`src/source/isa_pkg.sv`:
```
`default_nettype none

package isa_pkg;

    // architectural data word, also used for pc and immediates
    typedef logic [31:0] word_t;

    // register file index, 32 architectural registers
    typedef logic [4:0] reg_addr_t;

    // coarse operation class as decode sees it
    typedef enum logic [3:0] {
        OP_ALU       = 4'd0,
        OP_MULDIV    = 4'd1,
        OP_LOAD      = 4'd2,
        OP_STORE     = 4'd3,
        OP_BRANCH    = 4'd4,
        OP_JUMP      = 4'd5,
        OP_EXCEPTION = 4'd6,
        OP_ERET      = 4'd7,
        OP_MFHI      = 4'd8,
        OP_MFLO      = 4'd9,
        OP_MTHI      = 4'd10,
        OP_MTLO      = 4'd11
    } op_class_t;

    // control flags carried with each instruction
    // serial marks exception and eret, they never share an issue cycle
    typedef struct packed {
        op_class_t op;
        logic      regwrite;
        logic      branch;
        logic      jump;
        logic      muldiv;
        logic      hiwrite;
        logic      lowrite;
        logic      hiread;
        logic      loread;
        logic      serial;
    } ctl_t;

endpackage

`default_nettype wire

```
`src/source/issue_pkg.sv`:
```
`default_nettype none

package issue_pkg;

    // one decoded instruction as it sits in the queue
    typedef struct packed {
        logic              valid;
        isa_pkg::word_t    pc;
        isa_pkg::word_t    imm;
        isa_pkg::ctl_t     ctl;
        isa_pkg::reg_addr_t rdst;
        isa_pkg::reg_addr_t ra1;
        isa_pkg::reg_addr_t ra2;
    } dec_entry_t;

    // element 1 older, element 0 valid only with element 1
    typedef dec_entry_t [1:0] dec_pair_t;

    // issued instruction with its operand values
    typedef struct packed {
        logic              valid;
        isa_pkg::word_t    pc;
        isa_pkg::word_t    imm;
        isa_pkg::ctl_t     ctl;
        isa_pkg::reg_addr_t rdst;
        isa_pkg::reg_addr_t ra1;
        isa_pkg::reg_addr_t ra2;
        isa_pkg::word_t    rd1;
        isa_pkg::word_t    rd2;
        // delay slot of a branch or jump in the older slot
        logic              is_slot;
    } iss_entry_t;

    // element 1 is the older slot
    typedef iss_entry_t [1:0] iss_pair_t;

    // one source operand from the bypass network
    typedef struct packed {
        logic           ready;
        logic           bypass;
        isa_pkg::word_t data;
    } operand_t;

    // everything the environment returns for one slot
    typedef struct packed {
        operand_t       op1;
        operand_t       op2;
        isa_pkg::word_t rd1;
        isa_pkg::word_t rd2;
    } slot_operands_t;

    // register lookup request of one candidate
    typedef struct packed {
        isa_pkg::reg_addr_t ra1;
        isa_pkg::reg_addr_t ra2;
    } src_req_t;

endpackage

`default_nettype wire

```
`src/source/issue_bank.sv`:
```
`default_nettype none

module issue_bank #(
    parameter int QUEUE_DEPTH = 16,
    localparam int ADDR_W = $clog2(QUEUE_DEPTH)
) (
    input  logic                  clk,
    input  logic                  wr_en,
    input  logic [ADDR_W-1:0]     wr_addr,
    input  issue_pkg::dec_entry_t wr_data,
    input  logic [ADDR_W-1:0]     rd_addr,
    output issue_pkg::dec_entry_t rd_data
);

    // entry storage
    // occupancy lives in the control pointers
    issue_pkg::dec_entry_t mem [QUEUE_DEPTH];

    // write lands at the edge
    always_ff @(posedge clk) begin
        if (wr_en) begin
            mem[wr_addr] <= wr_data;
        end
    end

    // head entry seen in the same cycle
    assign rd_data = mem[rd_addr];

endmodule

`default_nettype wire

```
`src/source/issue_control.sv`:
```
`default_nettype none

module issue_control #(
    parameter int QUEUE_DEPTH = 16,
    localparam int ADDR_W = $clog2(QUEUE_DEPTH)
) (
    input  logic                  clk,
    input  logic                  arst_n,
    input  logic                  flush,
    input  issue_pkg::dec_pair_t  dec,
    output logic                  dec_ready,
    input  logic                  iss_ready,
    input  logic                  issue_old,
    input  logic                  issue_young,
    output logic                  wr_en_even,
    output logic                  wr_en_odd,
    output issue_pkg::dec_entry_t wr_data_even,
    output issue_pkg::dec_entry_t wr_data_odd,
    output logic [ADDR_W-1:0]     wr_addr_even,
    output logic [ADDR_W-1:0]     wr_addr_odd,
    output logic [ADDR_W-1:0]     rd_addr_even,
    output logic [ADDR_W-1:0]     rd_addr_odd,
    output logic                  older_odd,
    output logic                  not_empty_even,
    output logic                  not_empty_odd
);

    // one extra wrap bit so a full bank differs from an empty one
    logic [ADDR_W:0] head_even;
    logic [ADDR_W:0] head_odd;
    logic [ADDR_W:0] tail_even;
    logic [ADDR_W:0] tail_odd;
    logic [ADDR_W:0] used_even;
    logic [ADDR_W:0] used_odd;
    logic            tails_equal;
    logic            pop_even;
    logic            pop_odd;

    // occupancy per bank
    assign used_even = tail_even - head_even;
    assign used_odd  = tail_odd - head_odd;

    // stop decode with one slot of margin left in either bank
    assign dec_ready = (used_even < (ADDR_W + 1)'(QUEUE_DEPTH - 1))
                    && (used_odd < (ADDR_W + 1)'(QUEUE_DEPTH - 1));

    // tails equal means the odd bank takes the next older entry
    assign tails_equal  = tail_odd == tail_even;
    assign wr_data_odd  = tails_equal ? dec[1] : dec[0];
    assign wr_data_even = tails_equal ? dec[0] : dec[1];
    assign wr_en_odd    = dec_ready && wr_data_odd.valid;
    assign wr_en_even   = dec_ready && wr_data_even.valid;
    assign wr_addr_odd  = tail_odd[ADDR_W-1:0];
    assign wr_addr_even = tail_even[ADDR_W-1:0];

    // heads equal means the odd bank holds the older candidate
    assign older_odd      = head_odd == head_even;
    assign not_empty_even = head_even != tail_even;
    assign not_empty_odd  = head_odd != tail_odd;
    assign rd_addr_even   = head_even[ADDR_W-1:0];
    assign rd_addr_odd    = head_odd[ADDR_W-1:0];

    // one pop per issued slot, taken from the bank that holds it
    assign pop_odd  = iss_ready && (older_odd ? issue_old : issue_young);
    assign pop_even = iss_ready && (older_odd ? issue_young : issue_old);

    always_ff @(posedge clk or negedge arst_n) begin
        if (!arst_n) begin
            head_even <= '0;
            head_odd  <= '0;
            tail_even <= '0;
            tail_odd  <= '0;
        end else if (flush) begin
            // flush wins over enqueue and dequeue
            head_even <= '0;
            head_odd  <= '0;
            tail_even <= '0;
            tail_odd  <= '0;
        end else begin
            if (wr_en_even) begin
                tail_even <= tail_even + 1'b1;
            end
            if (wr_en_odd) begin
                tail_odd <= tail_odd + 1'b1;
            end
            if (pop_even) begin
                head_even <= head_even + 1'b1;
            end
            if (pop_odd) begin
                head_odd <= head_odd + 1'b1;
            end
        end
    end

endmodule

`default_nettype wire

```
`src/source/issue_slots.sv`:
```
`default_nettype none

module issue_slots (
    input  issue_pkg::dec_entry_t          rd_data_even,
    input  issue_pkg::dec_entry_t          rd_data_odd,
    input  logic                           older_odd,
    input  logic                           not_empty_even,
    input  logic                           not_empty_odd,
    input  logic                           issue_old,
    input  logic                           issue_young,
    input  issue_pkg::slot_operands_t [1:0] ops,
    output issue_pkg::dec_pair_t           candidates,
    output issue_pkg::src_req_t [1:0]      src,
    output issue_pkg::iss_pair_t           iss
);

    issue_pkg::dec_entry_t even_cand;
    issue_pkg::dec_entry_t odd_cand;
    logic [1:0]            issue_en;
    logic                  old_is_ctrl;

    // operand value, bypass data wins over the register file word
    function automatic isa_pkg::word_t pick(issue_pkg::operand_t op, isa_pkg::word_t rf);
        return op.bypass ? op.data : rf;
    endfunction

    // empty bank shows no candidate
    assign even_cand = not_empty_even ? rd_data_even : '0;
    assign odd_cand  = not_empty_odd ? rd_data_odd : '0;

    // older into element 1
    assign candidates[1] = older_odd ? odd_cand : even_cand;
    assign candidates[0] = older_odd ? even_cand : odd_cand;

    // register lookups follow the candidates
    always_comb begin
        for (int i = 0; i < 2; i++) begin
            src[i].ra1 = candidates[i].ra1;
            src[i].ra2 = candidates[i].ra2;
        end
    end

    assign issue_en    = {issue_old, issue_young};
    assign old_is_ctrl = candidates[1].ctl.branch || candidates[1].ctl.jump;

    always_comb begin
        iss = '0;
        for (int i = 0; i < 2; i++) begin
            // slot left invalid unless it issues
            if (issue_en[i]) begin
                iss[i].valid = candidates[i].valid;
                iss[i].pc    = candidates[i].pc;
                iss[i].imm   = candidates[i].imm;
                iss[i].ctl   = candidates[i].ctl;
                iss[i].rdst  = candidates[i].rdst;
                iss[i].ra1   = candidates[i].ra1;
                iss[i].ra2   = candidates[i].ra2;
                iss[i].rd1   = pick(ops[i].op1, ops[i].rd1);
                iss[i].rd2   = pick(ops[i].op2, ops[i].rd2);
            end
        end
        // younger rides along as the delay slot
        iss[0].is_slot = issue_young && old_is_ctrl;
    end

endmodule

`default_nettype wire

```
`src/source/pair_check.sv`:
```
`default_nettype none

module pair_check (
    input  issue_pkg::dec_pair_t            candidates,
    input  issue_pkg::slot_operands_t [1:0] ops,
    output logic                            issue_old,
    output logic                            issue_young
);

    issue_pkg::dec_entry_t old_c;
    issue_pkg::dec_entry_t young_c;
    logic                  old_ready;
    logic                  young_ready;
    logic                  old_ctrl;
    logic                  young_ctrl;
    logic                  raw_hit;
    logic                  muldiv_hit;
    logic                  hi_hit;
    logic                  lo_hit;
    logic                  hazard;

    assign old_c   = candidates[1];
    assign young_c = candidates[0];

    // both sources present for each slot
    assign old_ready   = ops[1].op1.ready && ops[1].op2.ready;
    assign young_ready = ops[0].op1.ready && ops[0].op2.ready;

    assign old_ctrl   = old_c.ctl.branch || old_c.ctl.jump;
    assign young_ctrl = young_c.ctl.branch || young_c.ctl.jump;

    // branch or jump needs its delay slot ready alongside
    assign issue_old = old_c.valid && old_ready
                    && (!old_ctrl || (young_c.valid && young_ready));

    // read after write between the two
    // a delay slot reads the value from before the branch
    assign raw_hit = old_c.ctl.regwrite && !old_ctrl
                  && (old_c.rdst == young_c.ra1 || old_c.rdst == young_c.ra2);

    // single multiply/divide unit
    assign muldiv_hit = old_c.ctl.muldiv && young_c.ctl.muldiv;

    // hi/lo written then read in the same cycle
    assign hi_hit = old_c.ctl.hiwrite && young_c.ctl.hiread;
    assign lo_hit = old_c.ctl.lowrite && young_c.ctl.loread;

    // any reason to hold the younger back
    // branches only in the older slot, serial ops go alone
    assign hazard = raw_hit
                 || muldiv_hit
                 || hi_hit
                 || lo_hit
                 || young_ctrl
                 || old_c.ctl.serial;

    // in order, younger never overtakes
    assign issue_young = issue_old && young_c.valid && young_ready && !hazard;

endmodule

`default_nettype wire

```
`src/source/issue_top.sv`:
```
`default_nettype none

module issue_top #(
    parameter int QUEUE_DEPTH = 16
) (
    input  logic                            clk,
    input  logic                            arst_n,
    input  logic                            flush,
    input  issue_pkg::dec_pair_t            dec,
    output logic                            dec_ready,
    output issue_pkg::iss_pair_t            iss,
    input  logic                            iss_ready,
    output issue_pkg::src_req_t [1:0]       src,
    input  issue_pkg::slot_operands_t [1:0] ops
);

    localparam int ADDR_W = $clog2(QUEUE_DEPTH);

    // bank write side
    logic                  wr_en_even;
    logic                  wr_en_odd;
    logic [ADDR_W-1:0]     wr_addr_even;
    logic [ADDR_W-1:0]     wr_addr_odd;
    issue_pkg::dec_entry_t wr_data_even;
    issue_pkg::dec_entry_t wr_data_odd;

    // bank read side
    logic [ADDR_W-1:0]     rd_addr_even;
    logic [ADDR_W-1:0]     rd_addr_odd;
    issue_pkg::dec_entry_t rd_data_even;
    issue_pkg::dec_entry_t rd_data_odd;

    // ordering and issue decision
    logic                  older_odd;
    logic                  not_empty_even;
    logic                  not_empty_odd;
    logic                  issue_old;
    logic                  issue_young;
    issue_pkg::dec_pair_t  candidates;

    issue_control #(.QUEUE_DEPTH(QUEUE_DEPTH)) i_issue_control (
        .clk, .arst_n, .flush, .dec, .dec_ready, .iss_ready,
        .issue_old, .issue_young,
        .wr_en_even, .wr_en_odd, .wr_data_even, .wr_data_odd,
        .wr_addr_even, .wr_addr_odd, .rd_addr_even, .rd_addr_odd,
        .older_odd, .not_empty_even, .not_empty_odd
    );

    issue_bank #(.QUEUE_DEPTH(QUEUE_DEPTH)) bank_even (
        .clk, .wr_en(wr_en_even), .wr_addr(wr_addr_even), .wr_data(wr_data_even),
        .rd_addr(rd_addr_even), .rd_data(rd_data_even)
    );

    issue_bank #(.QUEUE_DEPTH(QUEUE_DEPTH)) bank_odd (
        .clk, .wr_en(wr_en_odd), .wr_addr(wr_addr_odd), .wr_data(wr_data_odd),
        .rd_addr(rd_addr_odd), .rd_data(rd_data_odd)
    );

    issue_slots i_issue_slots (
        .rd_data_even, .rd_data_odd, .older_odd, .not_empty_even, .not_empty_odd,
        .issue_old, .issue_young, .ops, .candidates, .src, .iss
    );

    pair_check i_pair_check (
        .candidates, .ops, .issue_old, .issue_young
    );

endmodule

`default_nettype wire

```
`config.mk`:
```
export PLATFORM = sky130hd
export DESIGN_NAME = issue_top
export DESIGN_NICKNAME = d
export VERILOG_FILES = /design/src/source/isa_pkg.sv /design/src/source/issue_pkg.sv /design/src/source/issue_bank.sv /design/src/source/issue_control.sv /design/src/source/issue_slots.sv /design/src/source/pair_check.sv /design/src/source/issue_top.sv
export SDC_FILE = /design/constraint.sdc
export NUM_CORES = 2
export LEC_CHECK = 0
export ABC_CLOCK_PERIOD_IN_PS = 17400
export BUFFER_PORTS_ARGS = -buffer_cell sky130_fd_sc_hd__buf_2
export CORE_ASPECT_RATIO = 1.5
export CORE_MARGIN = 1.5
export CORE_UTILIZATION = 55
export DETAILED_ROUTE_END_ITERATION = 8
export GPL_TIMING_DRIVEN = 0
export PLACE_DENSITY = 0.73
export SYNTH_ARGS = -nofsm -noshare
export SYNTH_HDL_FRONTEND = slang
export SYNTH_SLANG_ARGS = --single-unit
```
`constraint.sdc`:
```
create_clock -name clk -period 17.4 [get_ports clk]
set_input_delay 0.87 -clock clk [delete_from_list [all_inputs] [get_ports clk]]
set_output_delay 0.87 -clock clk [all_outputs]
set_load 0.005 [all_outputs]
```
==> run metrics <==
Power Total 23.37 mW; Die Ht 580.4 um; worst-path maximum fanout 10; outcome finished, violations left; Synth area leader edfxtp_1; worst min path class primary input to flop; Iteration-0 DRC Markers 11210; Slew @ Worst Pin 1.729 ns; max incr delay on CP 1.03 ns; clock latency on the worst-skew pair 0.84 ns; largest net degree at the start of global routing 44; die area 225100 um^2; most common flop cell mapped by yosys edfxtp_1; Post-synth EDFFs 2976; Top cell by count, worst path buf_2; crit-path leading delay family buffers and inverters; Routed Wire Length 413100 um; filler cell count 14750; CTS tree yes; top post-synthesis cells by count edfxtp_1 (2976), mux4_2 (794), nand2_1 (778); final hold slack 0.5184 ns; Vias 72890; clock buffer count from CTS 268; drt first pass iters 8; Antenna Nets Post-Route 0; Clock Sink Count 2996; CP Capture Type output port; total gr overflow 0; CTS HTree Levels 5; first-pass GRT wire length 563400 um; nets@finish 8160; number of max-cap violations 2; crit-path cells buf_2 -> buf_2 -> inv_1 -> buf_2 -> clkbuf_1 -> buf_2 -> buf_1 -> ha_1 -> nand4_1 -> o21ai_0 -> clkbuf_1 -> o22ai_1 -> mux2i_1 -> xnor2_1 -> nand4b_1 -> o2111ai_1 -> buf_4 -> buf_2 -> a211oi_1 -> buf_2; maximum buffer depth of the clock tree 4; Buf+Inv Stages, Crit Path 11; Final Setup Violations 0; Yosys reg bits 2996; core area 220700 um^2; Reg2Reg Depth 19; worst min-delay path startpoint flush; Max Clk Rate 90.87 MHz; Slowest cell on crit path clkbuf_1; Distinct cells, synth 63; Synth top area share 0.7311; fin crit share 0.6324; clk_skew 0.03173 ns; IO buf count 782; routability cong. 1.017; flop-to-flop setup slack 8.44 ns; Initial Utilization 0.5538; Worst Hold End i_issue_control.tail_even[3]; gr usage total 0.3656; # DRC 0; Worst-path clk slew 0.06 ns; Power Dens Cells 165.0 nW/um^2; Synth area leaders edfxtp_1 (73%), mux4_2 (15%), nand2_1 (2.4%), mux2i_1 (2.3%), nor2_1 (1.1%); Post-CTS Setup Bufs 0; initial antenna violation count 79; failing checks max-capacitance violations, max-slew violations; IR drop worst, VDD 211.1 uV; clk root buf clkbuf_16; Fin. Hold Viols 0; CP Class flop to output port; Slew Viols, Final 14; Routed WL per cell 38.32 um; Mapped Area 122200 um^2; critical path required time 16.53 ns; min Tclk post-route 11.00 ns; detailed placement HPWL 294500 um; # IOs 791; CP Depth 20; CP Data Arrival Time 10.13 ns; Worst R2R Start i_issue_control.head_even[2]; Ys Warns 0; num rows 211; Via density 6.761; Die W 387.9 um; cell with the most instances after synthesis edfxtp_1; static leakage 47.52 nW; post_cts resized 0; Mapped Cells 6437; Worst setup SP type flop; Worst R2R End i_issue_control.head_even[3]; WHS Path Cells 2; Synth Area per Inst 18.99 um^2; vias in the first global route 71230; Area Growth Syn to Fin 15.87%; max_slew headroom -0.1651; RSZ-0062 raised after global routing false; share of cells above drive strength 1 0.2929; ys async rst share 0.006676; register area share after synthesis 0.7352
flip-flops by register name (all words and copies together), names as in the netlist:
name	cells
bank_even.mem	1488
bank_odd.mem	1488
i_issue_control.head_even	5
i_issue_control.head_odd	5
i_issue_control.tail_even	5
i_issue_control.tail_odd	5
cells by family (layout without fill, tap and decap cells):
logic type,Yosys count,count (layout),synth area share
and+or+nand+nor,1413,1413,0.04900
other,1,31,0.00003068
xor gates and xnor gates,36,36,0.002580
AOI/OAI and AO/OA,444,444,0.02465
DFF,2996,2996,0.7352
buffers and inverters,441,1881,0.01596
muxes,1086,1086,0.1704
adders and majority gates,20,20,0.002170
metal layers:
| metal | GRT usage | share of wire | wire length [um] | vias to the layer above |
|---|---|---|---|---|
| met5 | 0 | 0.00038 | 155 | - |
| met4 | 0.1941 | 0.065 | 26760 | 24 |
| met3 | 0.09925 | 0.13 | 54440 | 1055 |
| met2 | 0.5765 | 0.47 | 194900 | 5858 |
| met1 | 0.4667 | 0.33 | 136900 | 37500 |
| li1 | - | - | - | 28460 |
worst register-to-register path, delay by kind of cell (launching register included):
family | cells | cell delay [ns]
flip-flops | 1 | 0.43
AO/OA/AOI/OAI | 6 | 2.06
multiplexers | 1 | 0.72
XOR/XNOR | 1 | 0.13
adder cells (fa/ha/maj) | 1 | 0.37
buffers and inverters | 8 | 4.37
AND/OR/NAND/NOR | 2 | 0.77
power breakdown:
group          internal (mW)  total (mW)  switching (mW)
Sequential              10.9        11.0           0.138
Clock                   3.27        5.87            2.60
Combinational           1.30        6.48            5.18
stage by stage:
step	std cells	cell area (um^2)	worst slack (ns)	TNS (ns)	utilization
6_report	10780	141600	6.396	0	0.6417
4_1_cts	10750	141500	5.939	0	0.6412
3_3_place_gp	10100	129700	-4.953	-2838.57	0.5879
5_1_grt	10760	141600	6.177	0	0.6414
2_1_floorplan	6439	122200	6.368	0	-
3_5_place_dp	10290	133100	6.869	0	0.6030
worst max path at each step:
stage                                 endpoint                          from
after floorplan             bank_odd.mem[3][0]  i_issue_control.head_even[2]
after global placement    bank_even.mem[4][60]   i_issue_control.head_odd[3]
after detailed placement               iss[76]  i_issue_control.head_even[2]
after CTS                              iss[76]  i_issue_control.head_even[2]
after global routing                   iss[76]  i_issue_control.head_even[2]
final                                  iss[76]  i_issue_control.head_even[2]
layout by cell type (no fill, tap or decap), drive strengths merged, types with 91 or more instances in the layout:
master / count
a21oi: 183
clkbuf: 602
edfxtp: 2976
nor2: 351
mux4: 794
nand2: 778
mux2i: 285
buf: 1121
clkinv: 91
a2111oi: 137
and2: 105
final cells by class:
cell class | instances | area, um^2 | area share
clock inverter | 131 | 1206 | 0.008517
buffer | 415 | 1861 | 0.01314
timing repair buffer | 977 | 7099 | 0.05013
antenna | 28 | 70.07 | 0.0004947
multi-input combinational | 3002 | 30600 | 0.2161
tap | 2875 | 3597 | 0.02540
inverter | 26 | 97.59 | 0.0006891
clock buffer | 332 | 7222 | 0.05099
sequential | 2996 | 89870 | 0.6345
what timing repair did:
action,4_1_cts,5_1_grt
setup endpoints to repair,0,0
hold buffers,1,0
endpoints found under the hold margin,20,0
Note: power is estimated with default switching activity, not from simulation.
